<file path="src/flash_dump_pkg.sv">
package flash_dump_pkg;

   // 24-bit flash byte address as on standard serial NOR parts
   typedef logic [23:0] flash_addr_t;

   // bits 7:0 hold the lowest address of the four
   typedef logic [31:0] flash_word_t;

   typedef enum logic [7:0] {
      cmd_read = 8'h03    // plain read without dummy cycles
   } flash_cmd_t;

   typedef enum logic [1:0] {
      rd_idle,            // one cycle after reset
      rd_command,         // opcode and address going out
      rd_stream,          // words coming in
      rd_stop             // ss high until reset
   } reader_state_t;

   typedef enum logic [1:0] {
      sq_wait_word,
      sq_send_byte,
      sq_wait_busy,
      sq_finished
   } seq_state_t;

   // master output pins in mode 0
   typedef struct packed {
      logic sck;
      logic ss;
      logic mosi;
   } spi_pins_t;

endpackage

</file>
<file path="src/flash_dump_seq.sv">
module flash_dump_seq #(
   parameter int dump_words = 64
) (
   input  logic                        clk,
   input  logic                        rst,
   input  logic                        word_valid,
   input  flash_dump_pkg::flash_word_t word,
   output logic                        word_ack,
   output logic                        tx_start,
   output logic [7:0]                  tx_byte,
   input  logic                        tx_busy,
   output logic                        stop,
   output logic                        done
);
   import flash_dump_pkg::*;

   localparam int cnt_w = $clog2(dump_words + 1);

   seq_state_t       state;
   flash_word_t      word_q;
   logic [1:0]       byte_sel;
   logic [cnt_w-1:0] word_cnt;    // words fully sent
   logic             seen_busy;   // uart has taken the byte
   logic             byte_done;
   logic             send_now;

   assign word_ack  = (state == sq_wait_word) && word_valid;
   assign send_now  = (state == sq_send_byte) && !tx_busy;
   assign byte_done = (state == sq_wait_busy) && seen_busy && !tx_busy;
   assign stop      = (state == sq_finished);
   assign done      = (state == sq_finished);

   always_ff @(posedge clk) begin
      if (rst) begin
         state     <= sq_wait_word;
         byte_sel  <= '0;
         word_cnt  <= '0;
         seen_busy <= 1'b0;
         tx_start  <= 1'b0;
      end else begin
         tx_start <= 1'b0;
         case (state)
            sq_wait_word: begin
               if (word_valid) begin
                  byte_sel <= '0;
                  state    <= sq_send_byte;
               end
            end
            sq_send_byte: begin
               if (send_now) begin
                  tx_start  <= 1'b1;
                  seen_busy <= 1'b0;
                  state     <= sq_wait_busy;
               end
            end
            sq_wait_busy: begin
               if (tx_busy)
                  seen_busy <= 1'b1;
               if (byte_done) begin
                  byte_sel <= byte_sel + 1'b1;
                  if (byte_sel != 2'd3)
                     state <= sq_send_byte;
                  else if (word_cnt == cnt_w'(dump_words - 1))
                     state <= sq_finished;
                  else begin
                     word_cnt <= word_cnt + 1'b1;
                     state    <= sq_wait_word;
                  end
               end
            end
            default: ;    // late words are never acked
         endcase
      end
   end

   always_ff @(posedge clk) begin
      if (word_ack)
         word_q <= word;
      if (send_now)
         tx_byte <= word_q[8*byte_sel +: 8];    // low byte first
   end

endmodule

</file>
<file path="src/flash_dump_top.sv">
module flash_dump_top #(
   parameter int clk_div    = 2,
   parameter int baud_div   = 40000,
   parameter flash_dump_pkg::flash_addr_t start_addr = 24'h100000,
   parameter int dump_words = 64
) (
   input  logic                      clk,
   input  logic                      rst,
   output flash_dump_pkg::spi_pins_t spi,
   input  logic                      spi_miso,
   output logic                      uart_txd,
   output logic                      done
);
   import flash_dump_pkg::*;

   logic        word_valid;
   flash_word_t word;
   logic        word_ack;
   logic        stop;
   logic        tx_start;
   logic [7:0]  tx_byte;
   logic        tx_busy;

   spi_flash_reader #(
      .clk_div    (clk_div),
      .start_addr (start_addr)
   ) u_reader (
      .clk        (clk),
      .rst        (rst),
      .stop       (stop),
      .spi        (spi),
      .miso       (spi_miso),
      .word_valid (word_valid),
      .word       (word),
      .word_ack   (word_ack)
   );

   flash_dump_seq #(
      .dump_words (dump_words)
   ) u_seq (
      .clk        (clk),
      .rst        (rst),
      .word_valid (word_valid),
      .word       (word),
      .word_ack   (word_ack),
      .tx_start   (tx_start),
      .tx_byte    (tx_byte),
      .tx_busy    (tx_busy),
      .stop       (stop),
      .done       (done)
   );

   uart_tx #(
      .baud_div (baud_div)
   ) u_uart (
      .clk      (clk),
      .rst      (rst),
      .tx_start (tx_start),
      .tx_byte  (tx_byte),
      .txd      (uart_txd),
      .busy     (tx_busy)
   );

endmodule

</file>
<file path="src/spi_flash_reader.sv">
module spi_flash_reader #(
   parameter int clk_div = 2,
   parameter flash_dump_pkg::flash_addr_t start_addr = 24'h100000
) (
   input  logic                        clk,
   input  logic                        rst,
   input  logic                        stop,
   output flash_dump_pkg::spi_pins_t   spi,
   input  logic                        miso,
   output logic                        word_valid,
   output flash_dump_pkg::flash_word_t word,
   input  logic                        word_ack
);
   import flash_dump_pkg::*;

   localparam int div_w = (clk_div > 1) ? $clog2(clk_div) : 1;

   reader_state_t    state;
   logic [div_w-1:0] div_cnt;
   logic             sck_q;
   logic             ss_q;
   logic [31:0]      sr;          // command out then received bits
   logic             miso_q;      // bit taken on the rising edge
   logic [4:0]       bit_cnt;
   logic             pend;        // full word waiting for the holding register
   logic             running;
   logic             tick;
   logic             rise;
   logic             fall;
   logic             last_bit;
   logic             load_word;

   assign running   = (state == rd_command || state == rd_stream) && !pend;
   assign tick      = running && (div_cnt == div_w'(clk_div - 1));
   assign rise      = tick && !sck_q;
   assign fall      = tick && sck_q;
   assign last_bit  = (bit_cnt == 5'd31);
   assign load_word = pend && !word_valid && !stop;

   always_comb begin
      spi.sck  = sck_q;
      spi.ss   = ss_q;
      spi.mosi = (state == rd_command) ? sr[31] : 1'b0;
   end

   always_ff @(posedge clk) begin
      if (rst) begin
         state      <= rd_idle;
         div_cnt    <= '0;
         sck_q      <= 1'b0;
         ss_q       <= 1'b1;
         bit_cnt    <= '0;
         pend       <= 1'b0;
         word_valid <= 1'b0;
      end else begin
         if (running && !tick)
            div_cnt <= div_cnt + 1'b1;
         else
            div_cnt <= '0;    // restart each half period

         case (state)
            rd_idle: begin
               ss_q  <= 1'b0;
               state <= rd_command;
            end
            rd_command, rd_stream: begin
               if (stop && !sck_q) begin
                  state <= rd_stop;    // sck already low so the cycle is complete
                  ss_q  <= 1'b1;
                  pend  <= 1'b0;
               end else if (rise) begin
                  sck_q <= 1'b1;
               end else if (fall) begin
                  sck_q   <= 1'b0;
                  bit_cnt <= bit_cnt + 1'b1;
                  if (last_bit && state == rd_command)
                     state <= rd_stream;
                  else if (last_bit)
                     pend <= 1'b1;      // freezes sck low
               end
            end
            default: ;                 // stays stopped until reset
         endcase

         if (word_ack)
            word_valid <= 1'b0;
         else if (load_word) begin
            word_valid <= 1'b1;
            pend       <= 1'b0;
         end
      end
   end

   always_ff @(posedge clk) begin
      if (state == rd_idle)
         sr <= {cmd_read, start_addr};
      else if (fall)
         sr <= {sr[30:0], miso_q};
      if (rise)
         miso_q <= miso;
      // the first byte of a group arrives first and sits in sr[31:24]
      if (load_word)
         word <= {sr[7:0], sr[15:8], sr[23:16], sr[31:24]};
   end

endmodule

</file>
<file path="src/uart_tx.sv">
module uart_tx #(
   parameter int baud_div = 16
) (
   input  logic       clk,
   input  logic       rst,
   input  logic       tx_start,
   input  logic [7:0] tx_byte,
   output logic       txd,
   output logic       busy
);

   localparam int cnt_w = $clog2(baud_div);

   logic [cnt_w-1:0] baud_cnt;
   logic [9:0]       frame;       // stop, data, start
   logic [3:0]       bit_cnt;
   logic             bit_end;

   assign txd     = frame[0];
   assign bit_end = (baud_cnt == cnt_w'(baud_div - 1));

   always_ff @(posedge clk) begin
      if (rst) begin
         busy     <= 1'b0;
         frame    <= '1;           // line idles high
         baud_cnt <= '0;
         bit_cnt  <= '0;
      end else if (!busy) begin
         if (tx_start) begin
            frame    <= {1'b1, tx_byte, 1'b0};
            busy     <= 1'b1;
            baud_cnt <= '0;
            bit_cnt  <= '0;
         end
      end else if (bit_end) begin
         baud_cnt <= '0;
         if (bit_cnt == 4'd9) begin
            busy <= 1'b0;          // end of stop bit with the line left high
         end else begin
            frame   <= {1'b1, frame[9:1]};
            bit_cnt <= bit_cnt + 1'b1;
         end
      end else begin
         baud_cnt <= baud_cnt + 1'b1;
      end
   end

endmodule
</file>
<file path="config.mk">
export PLATFORM = sky130hd
export DESIGN_NAME = flash_dump_top
export DESIGN_NICKNAME = d
export VERILOG_FILES = /design/src/flash_dump_pkg.sv /design/src/flash_dump_seq.sv /design/src/flash_dump_top.sv /design/src/spi_flash_reader.sv /design/src/uart_tx.sv
export SDC_FILE = /design/constraint.sdc
export NUM_CORES = 1
export LEC_CHECK = 0
export BUFFER_PORTS_ARGS = -buffer_cell sky130_fd_sc_hd__buf_2
export CORE_MARGIN = 8
export CORE_UTILIZATION = 45
export DETAILED_ROUTE_END_ITERATION = 8
export PLACE_DENSITY = 0.71
export SYNTH_ARGS = -nofsm -noshare
export SYNTH_HDL_FRONTEND = slang
export SYNTH_SLANG_ARGS = --single-unit
</file>
<file path="constraint.sdc">
create_clock -name clk -period 5.5 [get_ports clk]
set_input_delay 1.1 -clock clk [delete_from_list [all_inputs] [get_ports clk]]
set_output_delay 1.1 -clock clk [all_outputs]
set_load 0.05 [all_outputs]
</file>
-- Yosys cells after proc, flatten, opt, wreduce, memory -nomap -nowiden
Index checks and enable logic that the tools add are counted.
- register bits: 161
- bits in latches: 0
- memory bits (writable): 0
- ROM bits: 0
- input bits: 3
- output and inout port bits: 5
- memories kept: 0
- add/sub/neg operators: 6
- $mul: 0
- divide/modulo/power cells: 0
- order comparisons: 0
- equal/unequal tests: 20
- shift operators: 1
- mux-type cells: 46
- bitwise gates (word level): 6
- reductions and logical operators: 41
- operator list (cell ; count):
    16-bit 2-to-1 mux ; 3
    10-bit 2-to-1 mux ; 4
    32-bit by 6-bit variable part select with 8-bit output ; 1
    2-bit 2-to-1 mux ; 11
    1-bit 2-to-1 mux ; 19
    16-bit by 1-bit adder with 16-bit output (second input constant) ; 1
    16-bit equality test (second input constant) ; 1
    4-bit 2-to-1 mux ; 4
    4-bit AND reduction ; 4
    1-bit logical AND ; 13
    3-bit AND reduction ; 4
    2-bit nonzero test ; 5
    2-bit by 1-bit inequality test with 1-bit output (second input constant) ; 4
    2-bit inequality test (second input constant) ; 4
    2-bit one-hot mux with 2 select lines ; 2
    2-bit OR reduction ; 4
    7-bit by 1-bit adder with 7-bit output (second input constant) ; 1
    7-bit by 6-bit equality test with 1-bit output (second input constant) ; 1
    2-bit equality test (second input constant) ; 3
    1-bit logical NOT ; 6
    3-bit by 1-bit inequality test with 1-bit output (second input constant) ; 2
    1-bit NOT ; 6
    2-bit one-hot mux with 3 select lines ; 1
    5-bit by 1-bit adder with 5-bit output (second input constant) ; 1
    12 further kinds ; 15

-- Longest topological paths before layout
- depth in word-level cells: 11
- mapped depth: 8
- mapped depth without buffers: 7

-- Modules after synthesis
A second synthesis with hierarchy kept.
- cell total of the unflattened synthesis: 560
- area total of the unflattened synthesis: 6371.1 µm²
- by module, submodules not included (module ; instances ; cells an instance ; area an instance (µm²) ; sequential area each (µm²)):
    spi_flash_reader ; 1 ; 242 ; 2703.8 ; 1871.8
    flash_dump_seq ; 1 ; 131 ; 2112.0 ; 1461.4
    uart_tx ; 1 ; 187 ; 1555.2 ; 600.6

-- Least setup slack after synthesis
Ideal clock, no wire load.
- kind: flip-flop to flip-flop
- start: register u_seq.state[0]
- end: register u_reader.word[0] (enable)
- arrival time: 3306 ps
- required time: 5027 ps
- path slack: 1721 ps
- stages on the path, launching flop included: 3
- path buffers: 0
- cell sequence: dfxtp_1 ha_1 nor3b_1
- cells in the longest elaborated chain, start to end: 3
- ends and longest elaborated chain (what ; RTL line ; RTL):
    start: declaration ; flash_dump_seq.sv:19 ; seq_state_t state;
    start signal: assignment ; flash_dump_seq.sv:35 ; state <= sq_wait_word;
    start signal: assignment ; flash_dump_seq.sv:46 ; state <= sq_send_byte;
    start signal: assignment ; flash_dump_seq.sv:53 ; state <= sq_wait_busy;
    2-bit equality test ; - ;
    net done ; flash_dump_top.sv:12 ; output logic done
    1-bit logical NOT ; spi_flash_reader.sv:38 ; assign load_word = pend && !word_valid && !stop;
    1-bit logical AND ; spi_flash_reader.sv:38 ;
    net u_reader.load_word ; spi_flash_reader.sv:31 ; logic load_word;
    end signal: assignment ; spi_flash_reader.sv:103 ; word <= {sr[7:0], sr[15:8], sr[23:16], sr[31:24]};
    end: declaration ; spi_flash_reader.sv:11 ; output flash_dump_pkg::flash_word_t word,
The timed path passes the listed nets, and every way through them passes these cells.
A chain may end at the register's enable or synchronous reset.

-- Final worst setup path
- start: register u_uart.busy
- end: register u_uart.baud_cnt[5]
- cells in the longest elaborated chain, start to end: 1
- elaborated cells between the ends (all ways): 2
- ends and longest elaborated chain (what ; RTL line ; RTL):
    start: declaration ; uart_tx.sv:9 ; output logic busy
    start signal: assignment ; uart_tx.sv:24 ; busy <= 1'b0;
    start signal: assignment ; uart_tx.sv:31 ; busy <= 1'b1;
    start signal: assignment ; uart_tx.sv:38 ; busy <= 1'b0;
    16-bit 2-to-1 mux / 2-bit nonzero test (equally long branches) ; - ;
    end signal: assignment ; uart_tx.sv:44 ; baud_cnt <= baud_cnt + 1'b1;
    end: declaration ; uart_tx.sv:14 ; logic [cnt_w-1:0] baud_cnt;
Parallel ways exist; a longest one is shown, timed or not.

==> key figures <==
Run status
  – Status: finished clean

Finish
  – Area grow syn2layout: 12.3%
  – Most frequent cells in the layout: 87 x dfxtp_1, 84 x nand2_1, 73 x edfxtp_1
  – Diode count: 0
  – Layout filler cell count: 1,175
  – Most common cell after layout, fill and taps aside: dfxtp_1
  – Nets: 575
  – Util after Layout: approximately half
  – Share of cells above drive strength 1: 9.28%

Floorplanning
  – Initial cell density of the core: 45.3%
  – Row count: between 40 and 50
  – Die area: 17,800 um^2
  – Core area: between 10,000 and 15,000 um^2
  – IO Pins: 8
  – Die X: ~130 um
  – Chip Height: 133 um

Clocking
  – CTS root buf: clkbuf_16
  – Clock tree sinks: 160
  – Worst-Skew Late Latency: 0.41 ns
  – Clock Path Buffers: 2
  – H-tree levels: 4
  – Postcts setup bufs: 0
  – Register clock-pin slew on the reported worst setup and hold paths: approximately 0.06 ns
  – TritonCTS clock tree: yes
  – CTS resizes: 0
  – Hold_buf cts: 0
  – Total CTS buffers: 17

Global route
  – Vias in the first global route: slightly above 4,000
  – Initial antenna violation count: 0
  – GRT overflow: 0
  – Global Route Usage Sum: 12.7%
  – Largest net degree at the start of global routing: 57
  – Wire length of the first global-routing pass: about 18 mm

Placement
  – Gpl congestion: about 0.74
  – Pre-CTS setup slack: roughly 2.4 ns
  – Port bufs: 7
  – Post-DP HPWL: ~7.0 mm

Timing
  – Tightest Pin Transition: 1.27 ns
  – Endpoints failing setup: 0
  – Fin. max-slew vios: 0
  – Clock Skew: just over 0.01 ns
  – Fin crit share: a little over half
  – Final setup margin: around 2.6 ns
  – Final hold vios: 0
  – Setup TNS: 0 ns
  – Worst slew margin: between 10 and 15%
  – Fmax: 0.344 GHz
  – RSZ-0062 raised after global routing: false
  – Tmin final: 2.91 ns

Yosys
  – EDFF count, synth: 73
  – Mapped Area: 6190 um^2
  – Synthesized net count: about 570
  – Syn. warnings: 0
  – Yosys reg bits: 160
  – Predominant post-synthesis flop cell: dfxtp_1
  – Post-synthesis sequential area ratio: between 60% and 70%
  – Syn Area/Cell: 11.1 um^2
  – Cells after Synth: between 500 and 600
  – Fraction of registers with async set/reset: 0%
  – Synth cell types: 45

Power
  – Flop pwr share: a little under half
  – Pwr dens: 406 nW/um^2
  – Internal Pwr Total: 2.09 mW
  – Gate power share: between 10% and 20%
  – Switch share: around a quarter
  – Leak: 2.30 nW
  – Net Sw Power: around 0.73 mW
  – Clock power share: between 40% and 50%
  – Worst VDD drop: 0.276 mV

Route
  – DR pass1 iterations: 5
  – Iter 0 DRT Violations: about 210
  – Post-route ant nets: 0
  – DR vias: 4,054
  – Drt drc: 0
  – WL final: about 11 mm
  – Via-to-Cell Ratio: between 5 and 6
  – Avg WL per Cell: 14.6 um

Setup path
  – Worst Setup EP: u_uart.baud_cnt[5]
  – Crit end category: flop
  – CP startpoint: u_uart.busy
  – Reg-to-Reg Start: u_uart.busy
  – Startpoint types: flop
  – Setup CP Type: flop to flop
  – Reg2Reg Depth: 4
  – Required @ worst endpoint: 5.83 ns
  – Reg2Reg Setup Slack: ~2.6 ns
  – Crit-path cells: inv_1, nor3_1, o21ai_0, a31oi_1
  – Max incr delay on CP: between 1 and 1.5 ns
  – Critical path data arrival time: roughly 3.2 ns
  – Critical path fanouts, max: 28
  – Reg2reg end: u_uart.baud_cnt[5]
  – CP max-delay cell: nor3_1

Min path
  – Worst hold path type: flop to flop

Job
  – Max-Cap Viols: 0
sequential cells by signal, indices dropped and copies added (netlist names), 2 cells and up:
register / flops
u_reader.bit_cnt: 5
u_reader.sr: 32
u_reader.state: 2
u_reader.word: 32
u_seq.byte_sel: 2
u_seq.state: 2
u_seq.tx_byte: 8
u_seq.word_cnt: 7
u_seq.word_q: 32
u_uart.baud_cnt: 16
u_uart.bit_cnt: 4
u_uart.frame: 9
cell usage after synthesis, drive strengths merged (4+ instances only):
cell / number / share of area (%)
dfxtp: 87 / 28
a211oi: 9 / 1.1
a21oi: 67 / 5.4
mux4: 8 / 2.9
nand3: 13 / 1.1
nor3: 25 / 2.0
inv: 13 / 0.79
edfxtp: 73 / 35
nand3b: 5 / 0.61
a21o: 7 / 0.85
nand2: 84 / 5.1
xnor2: 5 / 0.71
nand4: 5 / 0.51
ha: 14 / 2.8
buf: 9 / 0.77
nor2b: 5 / 0.51
a31oi: 4 / 0.40
or3: 5 / 0.51
o21ai: 16 / 1.3
xor2: 4 / 0.57
nor2: 36 / 2.2
clkbuf: 20 / 1.2
and2: 10 / 1.0
power by group through the flow:
stage	Sequential, mW	Combinational [mW]	Clock (mW)
global placement	1.36	0.320	0
global route	1.35	0.376	1.21
CTS	1.34	0.333	1.17
detailed placement	1.37	0.331	0
floorplan	1.35	0.278	0
finish	1.34	0.335	1.14
cell families after synthesis:
group           after synthesis  share of synthesized area, %
flops                       160                          63.6
buf+inv                      42                          2.77
compound gates              112                          10.2
xor+xnor                      9                          1.27
fa+ha+maj                    14                          2.83
simple gates                210                          16.3
mux                           9                          3.07
per-layer routing:
| layer | wire [um] | track usage, % | vias to the layer above | share of wire, % |
|---|---|---|---|---|
| li1 | - | - | 2003 | - |
| met1 | 4810 | 14.4 | 1964 | 44 |
| met2 | 5670 | 22.0 | 72 | 52 |
| met3 | 337 | 3.16 | 15 | 3.1 |
| met4 | 114 | 5.80 | 0 | 1.0 |
| met5 | 0 | 0 | - | 0 |
cell type report:
type | instances | area [um^2] | area share, %
Clock buffer | 21 | 450 | 6.48
Sequential cell | 160 | 3930 | 56.6
Timing Repair Buffer | 12 | 72.6 | 1.04
Multi-Input combinational cell | 354 | 2090 | 30.1
Inverter | 13 | 48.8 | 0.702
Tap cell | 180 | 225 | 3.24
Clock inverter | 11 | 130 | 1.87
through the flow:
stage / cells / total power, mW / cell area, um^2 / hold WS (ns)
after floorplan: 556 / 1.63 / 6190 / 0.400
after global placement: 719 / 1.68 / 6370 / 0.401
after detailed placement: 719 / 1.70 / 6370 / 0.405
after CTS: 751 / 2.85 / 6950 / 0.418
after global routing: 751 / 2.94 / 6950 / 0.423
final: 751 / 2.82 / 6950 / 0.417
how the worst min path moves through the flow:
stage                     depth (start not counted)  slack (ns)               from                to
after floorplan                                   0        0.40   u_reader.word[0]   u_seq.word_q[0]
after global placement                            0        0.40   u_reader.word[7]   u_seq.word_q[7]
after detailed placement                          0        0.40  u_reader.word[31]  u_seq.word_q[31]
after CTS                                         0        0.42  u_reader.word[31]  u_seq.word_q[31]
after global routing                              0        0.42   u_reader.word[7]   u_seq.word_q[7]
final                                             0        0.42   u_reader.word[4]   u_seq.word_q[4]
critical path: cells and delay by family (launching register included):
family                 cells  cell delay [ns]
AOI/OAI and AO/OA          2             0.42
buffers and inverters      1             0.47
and+or+nand+nor            1             1.12
DFF                        1             0.82
Note: power is estimated with default switching activity, not from simulation.
